**src/prbs_emu_params.svh**
```systemverilog
`ifndef PRBS_EMU_PARAMS_SVH
`define PRBS_EMU_PARAMS_SVH

////////////////////
// Lane bank sizing
////////////////////

// Interleaved lanes, one bit each per word
`define NTI 16

// LFSR length of every lane
`define PRBS_N 32

// Lanes step once every NUM_CHUNKS+2 emulator cycles
`define NUM_CHUNKS 4

////////////////////
// Dump memory
////////////////////

`define DUMP_DEPTH 32
`define DUMP_AW 5

`endif

```
**src/prbs_emu_pkg.sv**
```systemverilog
`default_nettype none

`include "prbs_emu_params.svh"

package prbs_emu_pkg;

    // One word of the stream, bit i comes from lane i
    typedef logic [`NTI-1:0] lane_word_t;

    // Output polarity shared by all lanes
    typedef enum logic {
        POL_NORMAL = 1'b0,
        POL_INVERT = 1'b1
    } polarity_e;

    // Dump capture FSM
    typedef enum logic [1:0] {
        CAP_IDLE = 2'd0,
        CAP_FILL = 2'd1,
        CAP_DONE = 2'd2
    } cap_state_e;

    // Request from a peer toward the arbiter
    typedef struct packed {
        logic                req;
        logic                we;
        logic [`DUMP_AW-1:0] addr;
        lane_word_t          wdata;
    } sram_req_t;

    // Arbitrated SRAM access
    typedef struct packed {
        logic                en;
        logic                we;
        logic [`DUMP_AW-1:0] addr;
        lane_word_t          wdata;
    } sram_port_t;

endpackage

`default_nettype wire

```
**src/prbs_lane_gen.sv**
```systemverilog
`timescale 1ns/1ns
`default_nettype none

`include "prbs_emu_params.svh"

module prbs_lane_gen (
    input  wire logic                    emu_clk,
    input  wire logic                    emu_rst,
    input  wire logic                    cke_i,
    input  wire logic [`PRBS_N-1:0]      seed_i,
    input  wire logic [`PRBS_N-1:0]      eqn_i,
    input  wire logic                    inj_err_i,
    input  wire prbs_emu_pkg::polarity_e polarity_i,
    output logic                         bit_o
);

    ////////////////////
    // LFSR state
    ////////////////////

    logic [`PRBS_N-1:0] state_q;
    logic               fb_bit;
    logic               raw_bit;
    logic               inv_bit;

    // Parity of the taps selected by the equation
    assign fb_bit = ^(state_q & eqn_i);

    always_ff @(posedge emu_clk) begin
        if (emu_rst) begin
            state_q <= seed_i;
        end else if (cke_i) begin
            // Shift toward the MSB, feedback enters at bit 0
            state_q <= {state_q[`PRBS_N-2:0], fb_bit};
        end
    end

    ////////////////////
    // Output modifiers
    ////////////////////

    // Lane bit is the MSB of the current state
    assign raw_bit = state_q[`PRBS_N-1];

    assign inv_bit = (polarity_i == prbs_emu_pkg::POL_INVERT);

    // Injection and polarity only touch the output, never the state
    assign bit_o = raw_bit ^ inj_err_i ^ inv_bit;

endmodule

`default_nettype wire

```
**src/prbs_source_bank.sv**
```systemverilog
`timescale 1ns/1ns
`default_nettype none

`include "prbs_emu_params.svh"

module prbs_source_bank (
    input  wire logic                             emu_clk,
    input  wire logic                             emu_rst,
    input  wire logic [`NTI-1:0][`PRBS_N-1:0]     seeds_i,
    input  wire logic [`PRBS_N-1:0]               eqn_i,
    input  wire prbs_emu_pkg::lane_word_t         inj_mask_i,
    input  wire prbs_emu_pkg::polarity_e          polarity_i,
    output prbs_emu_pkg::lane_word_t              word_o,
    output logic                                  word_stb_o
);

    ////////////////////
    // Enable pacer
    ////////////////////

    localparam int unsigned cnt_w = $clog2(`NUM_CHUNKS + 2);
    localparam logic [cnt_w-1:0] cnt_last = cnt_w'(`NUM_CHUNKS + 1);

    logic [cnt_w-1:0] cnt_q;
    logic             prbs_cke;

    // One enable per NUM_CHUNKS+2 cycles
    assign prbs_cke = (cnt_q == cnt_last);

    always_ff @(posedge emu_clk) begin
        if (emu_rst) begin
            cnt_q <= '0;
        end else if (prbs_cke) begin
            cnt_q <= '0;
        end else begin
            cnt_q <= cnt_q + 1'b1;
        end
    end

    assign word_stb_o = prbs_cke;

    ////////////////////
    // Lane generators
    ////////////////////

    for (genvar i = 0; i < `NTI; i++) begin : g_lane
        prbs_lane_gen u_lane (
            .emu_clk    (emu_clk),
            .emu_rst    (emu_rst),
            .cke_i      (prbs_cke),
            .seed_i     (seeds_i[i]),
            .eqn_i      (eqn_i),
            .inj_err_i  (inj_mask_i[i]),
            .polarity_i (polarity_i),
            .bit_o      (word_o[i])
        );
    end

endmodule

`default_nettype wire

```
**src/dump_capture.sv**
```systemverilog
`timescale 1ns/1ns
`default_nettype none

`include "prbs_emu_params.svh"

module dump_capture (
    input  wire logic                     emu_clk,
    input  wire logic                     emu_rst,
    input  wire logic                     dump_start_i,
    input  wire prbs_emu_pkg::lane_word_t word_i,
    input  wire logic                     word_stb_i,
    output prbs_emu_pkg::sram_req_t       cap_req_o,
    output logic                          dump_done_o
);

    localparam logic [`DUMP_AW-1:0] last_addr = `DUMP_AW'(`DUMP_DEPTH - 1);

    prbs_emu_pkg::cap_state_e state_q;
    logic [`DUMP_AW-1:0]      wr_addr_q;
    logic                     cap_wr;

    ////////////////////
    // Capture FSM
    ////////////////////

    always_ff @(posedge emu_clk) begin
        if (emu_rst) begin
            state_q   <= prbs_emu_pkg::CAP_IDLE;
            wr_addr_q <= '0;
        end else begin
            case (state_q)
                prbs_emu_pkg::CAP_IDLE: begin
                    // Starts are only honoured here
                    if (dump_start_i) begin
                        state_q   <= prbs_emu_pkg::CAP_FILL;
                        wr_addr_q <= '0;
                    end
                end
                prbs_emu_pkg::CAP_FILL: begin
                    if (word_stb_i) begin
                        if (wr_addr_q == last_addr) begin
                            state_q <= prbs_emu_pkg::CAP_DONE;
                        end else begin
                            wr_addr_q <= wr_addr_q + 1'b1;
                        end
                    end
                end
                prbs_emu_pkg::CAP_DONE: begin
                    // Sticky until reset
                    state_q <= prbs_emu_pkg::CAP_DONE;
                end
                default: begin
                    state_q <= prbs_emu_pkg::CAP_IDLE;
                end
            endcase
        end
    end

    ////////////////////
    // Write request
    ////////////////////

    // Single cycle request on each strobe while filling
    assign cap_wr = (state_q == prbs_emu_pkg::CAP_FILL) && word_stb_i;

    assign cap_req_o.req   = cap_wr;
    assign cap_req_o.we    = cap_wr;
    assign cap_req_o.addr  = wr_addr_q;
    assign cap_req_o.wdata = word_i;

    assign dump_done_o = (state_q == prbs_emu_pkg::CAP_DONE);

endmodule

`default_nettype wire

```
**src/dump_reader.sv**
```systemverilog
`timescale 1ns/1ns
`default_nettype none

`include "prbs_emu_params.svh"

module dump_reader (
    input  wire logic                     emu_clk,
    input  wire logic                     emu_rst,
    input  wire logic                     rd_stb_i,
    input  wire logic [`DUMP_AW-1:0]      rd_addr_i,
    input  wire logic                     gnt_i,
    input  wire prbs_emu_pkg::lane_word_t sram_rdata_i,
    output prbs_emu_pkg::sram_req_t       rd_req_o,
    output logic                          rd_valid_o,
    output prbs_emu_pkg::lane_word_t      rd_data_o
);

    logic                pend_q;
    logic [`DUMP_AW-1:0] pend_addr_q;
    logic                new_rd;

    ////////////////////
    // Pending request
    ////////////////////

    // Strobes are dropped while an earlier read is outstanding
    assign new_rd = rd_stb_i && !pend_q;

    always_ff @(posedge emu_clk) begin
        if (emu_rst) begin
            pend_q <= 1'b0;
        end else if (gnt_i) begin
            pend_q <= 1'b0;
        end else if (new_rd) begin
            pend_q <= 1'b1;
        end
    end

    always_ff @(posedge emu_clk) begin
        if (new_rd) begin
            pend_addr_q <= rd_addr_i;
        end
    end

    // A fresh strobe requests in its own cycle, the latch covers a lost slot
    assign rd_req_o.req   = pend_q || rd_stb_i;
    assign rd_req_o.we    = 1'b0;
    assign rd_req_o.addr  = pend_q ? pend_addr_q : rd_addr_i;
    assign rd_req_o.wdata = '0;

    ////////////////////
    // Read return
    ////////////////////

    // Grant marks SRAM data on its output, return it one cycle later
    always_ff @(posedge emu_clk) begin
        if (emu_rst) begin
            rd_valid_o <= 1'b0;
        end else begin
            rd_valid_o <= gnt_i;
        end
    end

    always_ff @(posedge emu_clk) begin
        if (gnt_i) begin
            rd_data_o <= sram_rdata_i;
        end
    end

endmodule

`default_nettype wire

```
**src/sram_arbiter.sv**
```systemverilog
`timescale 1ns/1ns
`default_nettype none

module sram_arbiter (
    input  wire logic                    emu_clk,
    input  wire logic                    emu_rst,
    input  wire prbs_emu_pkg::sram_req_t cap_req_i,
    input  wire prbs_emu_pkg::sram_req_t rd_req_i,
    output logic                         rd_gnt_o,
    output prbs_emu_pkg::sram_port_t     sram_o
);

    logic                    cap_win;
    logic                    rd_win;
    logic                    rd_gnt_q;
    prbs_emu_pkg::sram_req_t win_req;

    ////////////////////
    // Fixed priority
    ////////////////////

    // Capture always wins its slot
    assign cap_win = cap_req_i.req;

    // Reader is held off in the cycle its previous grant is returned
    assign rd_win = rd_req_i.req && !cap_req_i.req && !rd_gnt_q;

    assign win_req = cap_win ? cap_req_i : rd_req_i;

    ////////////////////
    // SRAM port
    ////////////////////

    always_comb begin
        sram_o.en    = cap_win || rd_win;
        sram_o.we    = (cap_win || rd_win) && win_req.we;
        sram_o.addr  = win_req.addr;
        sram_o.wdata = win_req.wdata;
    end

    ////////////////////
    // Grant owner
    ////////////////////

    // High while the reader's data sits on the SRAM output
    always_ff @(posedge emu_clk) begin
        if (emu_rst) begin
            rd_gnt_q <= 1'b0;
        end else begin
            rd_gnt_q <= rd_win;
        end
    end

    assign rd_gnt_o = rd_gnt_q;

endmodule

`default_nettype wire

```
**src/dump_sram.sv**
```systemverilog
`timescale 1ns/1ns
`default_nettype none

`include "prbs_emu_params.svh"

module dump_sram (
    input  wire logic                     emu_clk,
    input  wire prbs_emu_pkg::sram_port_t port_i,
    output prbs_emu_pkg::lane_word_t      rdata_o
);

    prbs_emu_pkg::lane_word_t mem [`DUMP_DEPTH];

    ////////////////////
    // Single port
    ////////////////////

    always_ff @(posedge emu_clk) begin
        if (port_i.en) begin
            if (port_i.we) begin
                mem[port_i.addr] <= port_i.wdata;
            end else begin
                // Read data valid the cycle after the access
                rdata_o <= mem[port_i.addr];
            end
        end
    end

endmodule

`default_nettype wire

```
**src/prbs_emu_top.sv**
```systemverilog
`timescale 1ns/1ns
`default_nettype none

`include "prbs_emu_params.svh"

module prbs_emu_top (
    input  wire logic                         emu_clk,
    input  wire logic                         emu_rst,
    input  wire logic [`NTI-1:0][`PRBS_N-1:0] seeds_i,
    input  wire logic [`PRBS_N-1:0]           eqn_i,
    input  wire prbs_emu_pkg::lane_word_t     inj_mask_i,
    input  wire prbs_emu_pkg::polarity_e      polarity_i,
    input  wire logic                         dump_start_i,
    output logic                              dump_done_o,
    input  wire logic                         rd_stb_i,
    input  wire logic [`DUMP_AW-1:0]          rd_addr_i,
    output logic                              rd_valid_o,
    output prbs_emu_pkg::lane_word_t          rd_data_o,
    output prbs_emu_pkg::lane_word_t          word_o,
    output logic                              word_stb_o
);

    prbs_emu_pkg::sram_req_t  cap_req;
    prbs_emu_pkg::sram_req_t  rd_req;
    prbs_emu_pkg::sram_port_t sram_port;
    prbs_emu_pkg::lane_word_t sram_rdata;
    logic                     rd_gnt;

    ////////////////////
    // Stimulus
    ////////////////////

    prbs_source_bank u_bank (
        .emu_clk    (emu_clk),
        .emu_rst    (emu_rst),
        .seeds_i    (seeds_i),
        .eqn_i      (eqn_i),
        .inj_mask_i (inj_mask_i),
        .polarity_i (polarity_i),
        .word_o     (word_o),
        .word_stb_o (word_stb_o)
    );

    ////////////////////
    // Dump path
    ////////////////////

    dump_capture u_capture (
        .emu_clk      (emu_clk),
        .emu_rst      (emu_rst),
        .dump_start_i (dump_start_i),
        .word_i       (word_o),
        .word_stb_i   (word_stb_o),
        .cap_req_o    (cap_req),
        .dump_done_o  (dump_done_o)
    );

    dump_reader u_reader (
        .emu_clk      (emu_clk),
        .emu_rst      (emu_rst),
        .rd_stb_i     (rd_stb_i),
        .rd_addr_i    (rd_addr_i),
        .gnt_i        (rd_gnt),
        .sram_rdata_i (sram_rdata),
        .rd_req_o     (rd_req),
        .rd_valid_o   (rd_valid_o),
        .rd_data_o    (rd_data_o)
    );

    sram_arbiter u_arbiter (
        .emu_clk   (emu_clk),
        .emu_rst   (emu_rst),
        .cap_req_i (cap_req),
        .rd_req_i  (rd_req),
        .rd_gnt_o  (rd_gnt),
        .sram_o    (sram_port)
    );

    dump_sram u_sram (
        .emu_clk (emu_clk),
        .port_i  (sram_port),
        .rdata_o (sram_rdata)
    );

endmodule

`default_nettype wire

```
**config.mk**
```make
export PLATFORM = sky130hd
export DESIGN_NAME = prbs_emu_top
export DESIGN_NICKNAME = d
export VERILOG_FILES = /design/src/prbs_emu_pkg.sv /design/src/prbs_lane_gen.sv /design/src/prbs_source_bank.sv /design/src/dump_capture.sv /design/src/dump_reader.sv /design/src/sram_arbiter.sv /design/src/dump_sram.sv /design/src/prbs_emu_top.sv
export VERILOG_INCLUDE_DIRS = /design/src
export SDC_FILE = /design/constraint.sdc
export NUM_CORES = 2
export LEC_CHECK = 0
export BUFFER_PORTS_ARGS = -buffer_cell sky130_fd_sc_hd__buf_2
export CAP_MARGIN = 5
export CORE_MARGIN = 2
export CORE_UTILIZATION = 50
export CTS_BUF_LIST = sky130_fd_sc_hd__clkbuf_16
export DETAILED_ROUTE_END_ITERATION = 8
export PLACE_DENSITY = 0.76
export REMOVE_ABC_BUFFERS = 1
export SYNTH_ARGS = -nofsm -noshare
export SYNTH_HDL_FRONTEND = slang
export SYNTH_SLANG_ARGS = --single-unit
```
**constraint.sdc**
```tcl
create_clock -name emu_clk -period 16.6 [get_ports emu_clk]
set_clock_uncertainty 0.1 [all_clocks]
set_input_delay 2.49 -clock emu_clk [delete_from_list [all_inputs] [get_ports emu_clk]]
set_output_delay 2.49 -clock emu_clk [all_outputs]
set_load 0.05 [all_outputs]
```
==> flow_metrics.tcl <==
set metrics [dict create \
    htree_levels 3 \
    critPathBufInv 2 \
    synth_compound_area_frac 0.04240 \
    clk_path_buf_depth 3 \
    grt_pass1_vias 33100 \
    maxSlewHeadroom 0.05653 \
    crit_chain "buf_2 -> xnor2_1 -> xnor2_1 -> buf_2" \
    drive_above_1_share 0.2996 \
    port_buffers 604 \
    grtUsageTotal 0.2959 \
    hpwl_um 102300 \
    start_util 0.5041 \
    p_total_mw 6.923 \
    dr.pass1.iters 6 \
    critPathMaxStageDelay_ns 0.82 \
    synth-simple-area-share 0.08561 \
    hold_buffers 0 \
    synth_seq_cells 1074 \
    final_cells 5805 \
    cts_resized 0 \
    ys.flop_type "edfxtp_1" \
    cts-root-buf "clkbuf_16" \
    crit_type "primary input to output pin" \
    avgSynthCellArea_um2 13.21 \
    wl_um 156600 \
    areaGrowthSynthToFinish_pct 15.40 \
    status "complete, no violations" \
    timing.fmax_mhz 151.5 \
    post-route-min-period_ns 6.602 \
    multi_input_area_mm2 0.01712 \
    rsz0062_at_grt "false" \
    regArea_mm2 0.03212 \
    leakage_nw 20.47 \
    async_reset_ff_frac 0 \
    fin_crit_sh 0.3977 \
    post-route-util 0.5817 \
    tritoncts "done" \
    finalNetCount 4922 \
    yosysWarnings 0 \
    cap_violations 0 \
    gr-total-overflow 0 \
    seq_area_frac_synth 0.6372 \
    grt_pass1_wl_um 219900 \
    p_per_area_mw_per_mm2 119.0 \
    wire_per_inst_um 26.97 \
    vias 33950 \
    cts_made_buffers 109 \
    path_clk_slew_ns 0.06 \
    grt_max_degree 214 \
    synth_xor_area_frac 0.09227 \
    fp.dieW_um 321.5 \
    rows 116 \
    drc 0 \
    dp.cells 5532 \
    final_common_cell "edfxtp_1" \
    tns_ns 0 \
    synthMuxAreaShare 0.1168 \
    cts_setup_buffers 0 \
    via_per_inst 5.849 \
    mostFrequentLayoutCells "edfxtp_1, nand2_1, buf_2" \
    ant_nets 0 \
    cp_top_family "XOR/XNOR gates" \
    final_hold_viol_count 0 \
    syn_inst 3817 \
    slew_viol_final 0 \
    cts.sinks 1074 \
    gp_congestion 0.9187 \
    die_h_um 321.5 \
    crit_arrival_ns 4.01 \
    tightest_slew_ns 1.415 \
    dr.first_iter.drc_count 4726 \
    clk-insertion-delay-late_ns 0.72 \
    cpMaxStageDelayCell "xnor2_1" \
    preCtsSetupSlack_ns 9.839 \
    io_pins 605 \
    die_area_mm2 0.1034 \
    setup_ws_ns 9.998 \
    cp-end-kind "output pin" \
    critPathRequiredTime_ns 14.01 \
    core_mm2 0.1000 \
    setup_viol 0 \
    synth_edf_count 1061 \
    synthDistinctLibCells 40 \
    irDropWorstVdd_v 0.0001022 \
    critPathMaxFanout 2 \
    crit_path_start_kind "primary input" \
    min_path_type "flip-flop to flip-flop" \
    fill_cells 7900 \
    antenna_found_initial 106 \
    synthAdderAreaFrac 0.001738 \
    synth_area_mm2 0.05041 \
    synth_top_family_by_area "multiplexers" \
]
-- where the power goes --
part	total [mW]	internal, mW	switching [mW]
clock network	2.49	1.42	1.07
registers	3.25	3.15	0.0961
logic	1.18	0.529	0.650
-- layer usage --
metal | track usage | up-vias | part of all wire
met5 | 0 | - | 0.0024
met4 | 0.1658 | 56 | 0.058
met3 | 0.07740 | 487 | 0.11
met2 | 0.4784 | 2088 | 0.48
met1 | 0.3613 | 16590 | 0.35
li1 | - | 14730 | -
-- worst reg2reg max path: cells and delay by family (launching register included) --
kind	cells	cell delay, ns
and+or+nand+nor	2	0.99
DFF	1	0.36
adders and majority gates	1	0.24
buffers and inverters	3	2.66
-- kinds of logic after synthesis --
| logic type | count (synthesis) |
|---|---|
| AOI/OAI and AO/OA | 371 |
| xor gates and xnor gates | 531 |
| adders and majority gates | 7 |
| DFF | 1074 |
| muxes | 521 |
| and+or+nand+nor | 1064 |
| buffers and inverters | 249 |
-- synthesized netlist by cell type (13+ instances only) --
cell type  count  area [um^2]
a211oi_1      38        285.3
a21oi_1      248         1241
a22oi_1       60        450.4
and2_1        37        231.5
buf_2         87        435.4
buf_4         30        225.2
clkbuf_1      97        364.1
clkbuf_2      24        120.1
dfxtp_1       13        260.3
edfxtp_1    1061        31860
mux2_2       499         5619
mux2i_1       17        170.2
nand2_1      847         3179
nand3_1       96        480.5
nand4_1       17        106.4
nor2_1        48        180.2
o21ai_1       13        65.06
xnor2_1      401         3512
xor2_1       130         1139
-- area by class of cell --
class,count,area share
Antenna cell,71,0.003054
Multi-Input combinational cell,2494,0.2943
Inverter,4,0.0002581
Sequential cell,1074,0.5522
Clock inverter,90,0.01362
Tap cell,1298,0.02792
Clock buffer,112,0.04818
Timing Repair Buffer,662,0.06049
-- per-stage QoR --
step	cell area, um^2	hold WS [ns]
floorplan	49210	0.3003
global placement	54390	0.3094
detailed placement	54390	0.3164
CTS	57990	0.3309
global route	58110	0.3502
finish	58170	0.3267
-- worst paths after layout --
check             slack, ns                                             to                        start  cells past startpoint
hold / removal         0.33                u_reader.rd_data_o[8]$_DFFE_PP_  u_sram.rdata_o[8]$_DFFE_PP_                      0
hold reg to reg        0.33                u_reader.rd_data_o[8]$_DFFE_PP_  u_sram.rdata_o[8]$_DFFE_PP_                      0
setup / recovery       10.0                                     word_o[11]               inj_mask_i[11]                      4
setup reg to reg      11.80  u_bank.g_lane[10].u_lane.state_q[7]$_DFFE_PP_   u_bank.cnt_q[0]$_SDFF_PP0_                      6
-- registers in the layout, summed over array words and instances (netlist names) --
| signal | cells |
|---|---|
| u_reader.pend_q | 1 |
| u_arbiter.rd_gnt_o | 1 |
| u_reader.rd_valid_o | 1 |
| u_reader.rd_data_o | 16 |
| u_bank.cnt_q | 3 |
| u_sram.mem | 512 |
| u_capture.state_q | 2 |
| u_sram.rdata_o | 16 |
| u_capture.wr_addr_q | 5 |
| u_bank.g_lane.u_lane.state_q | 512 |
| u_reader.pend_addr_q | 5 |
(Power assumes the default switching activity.)
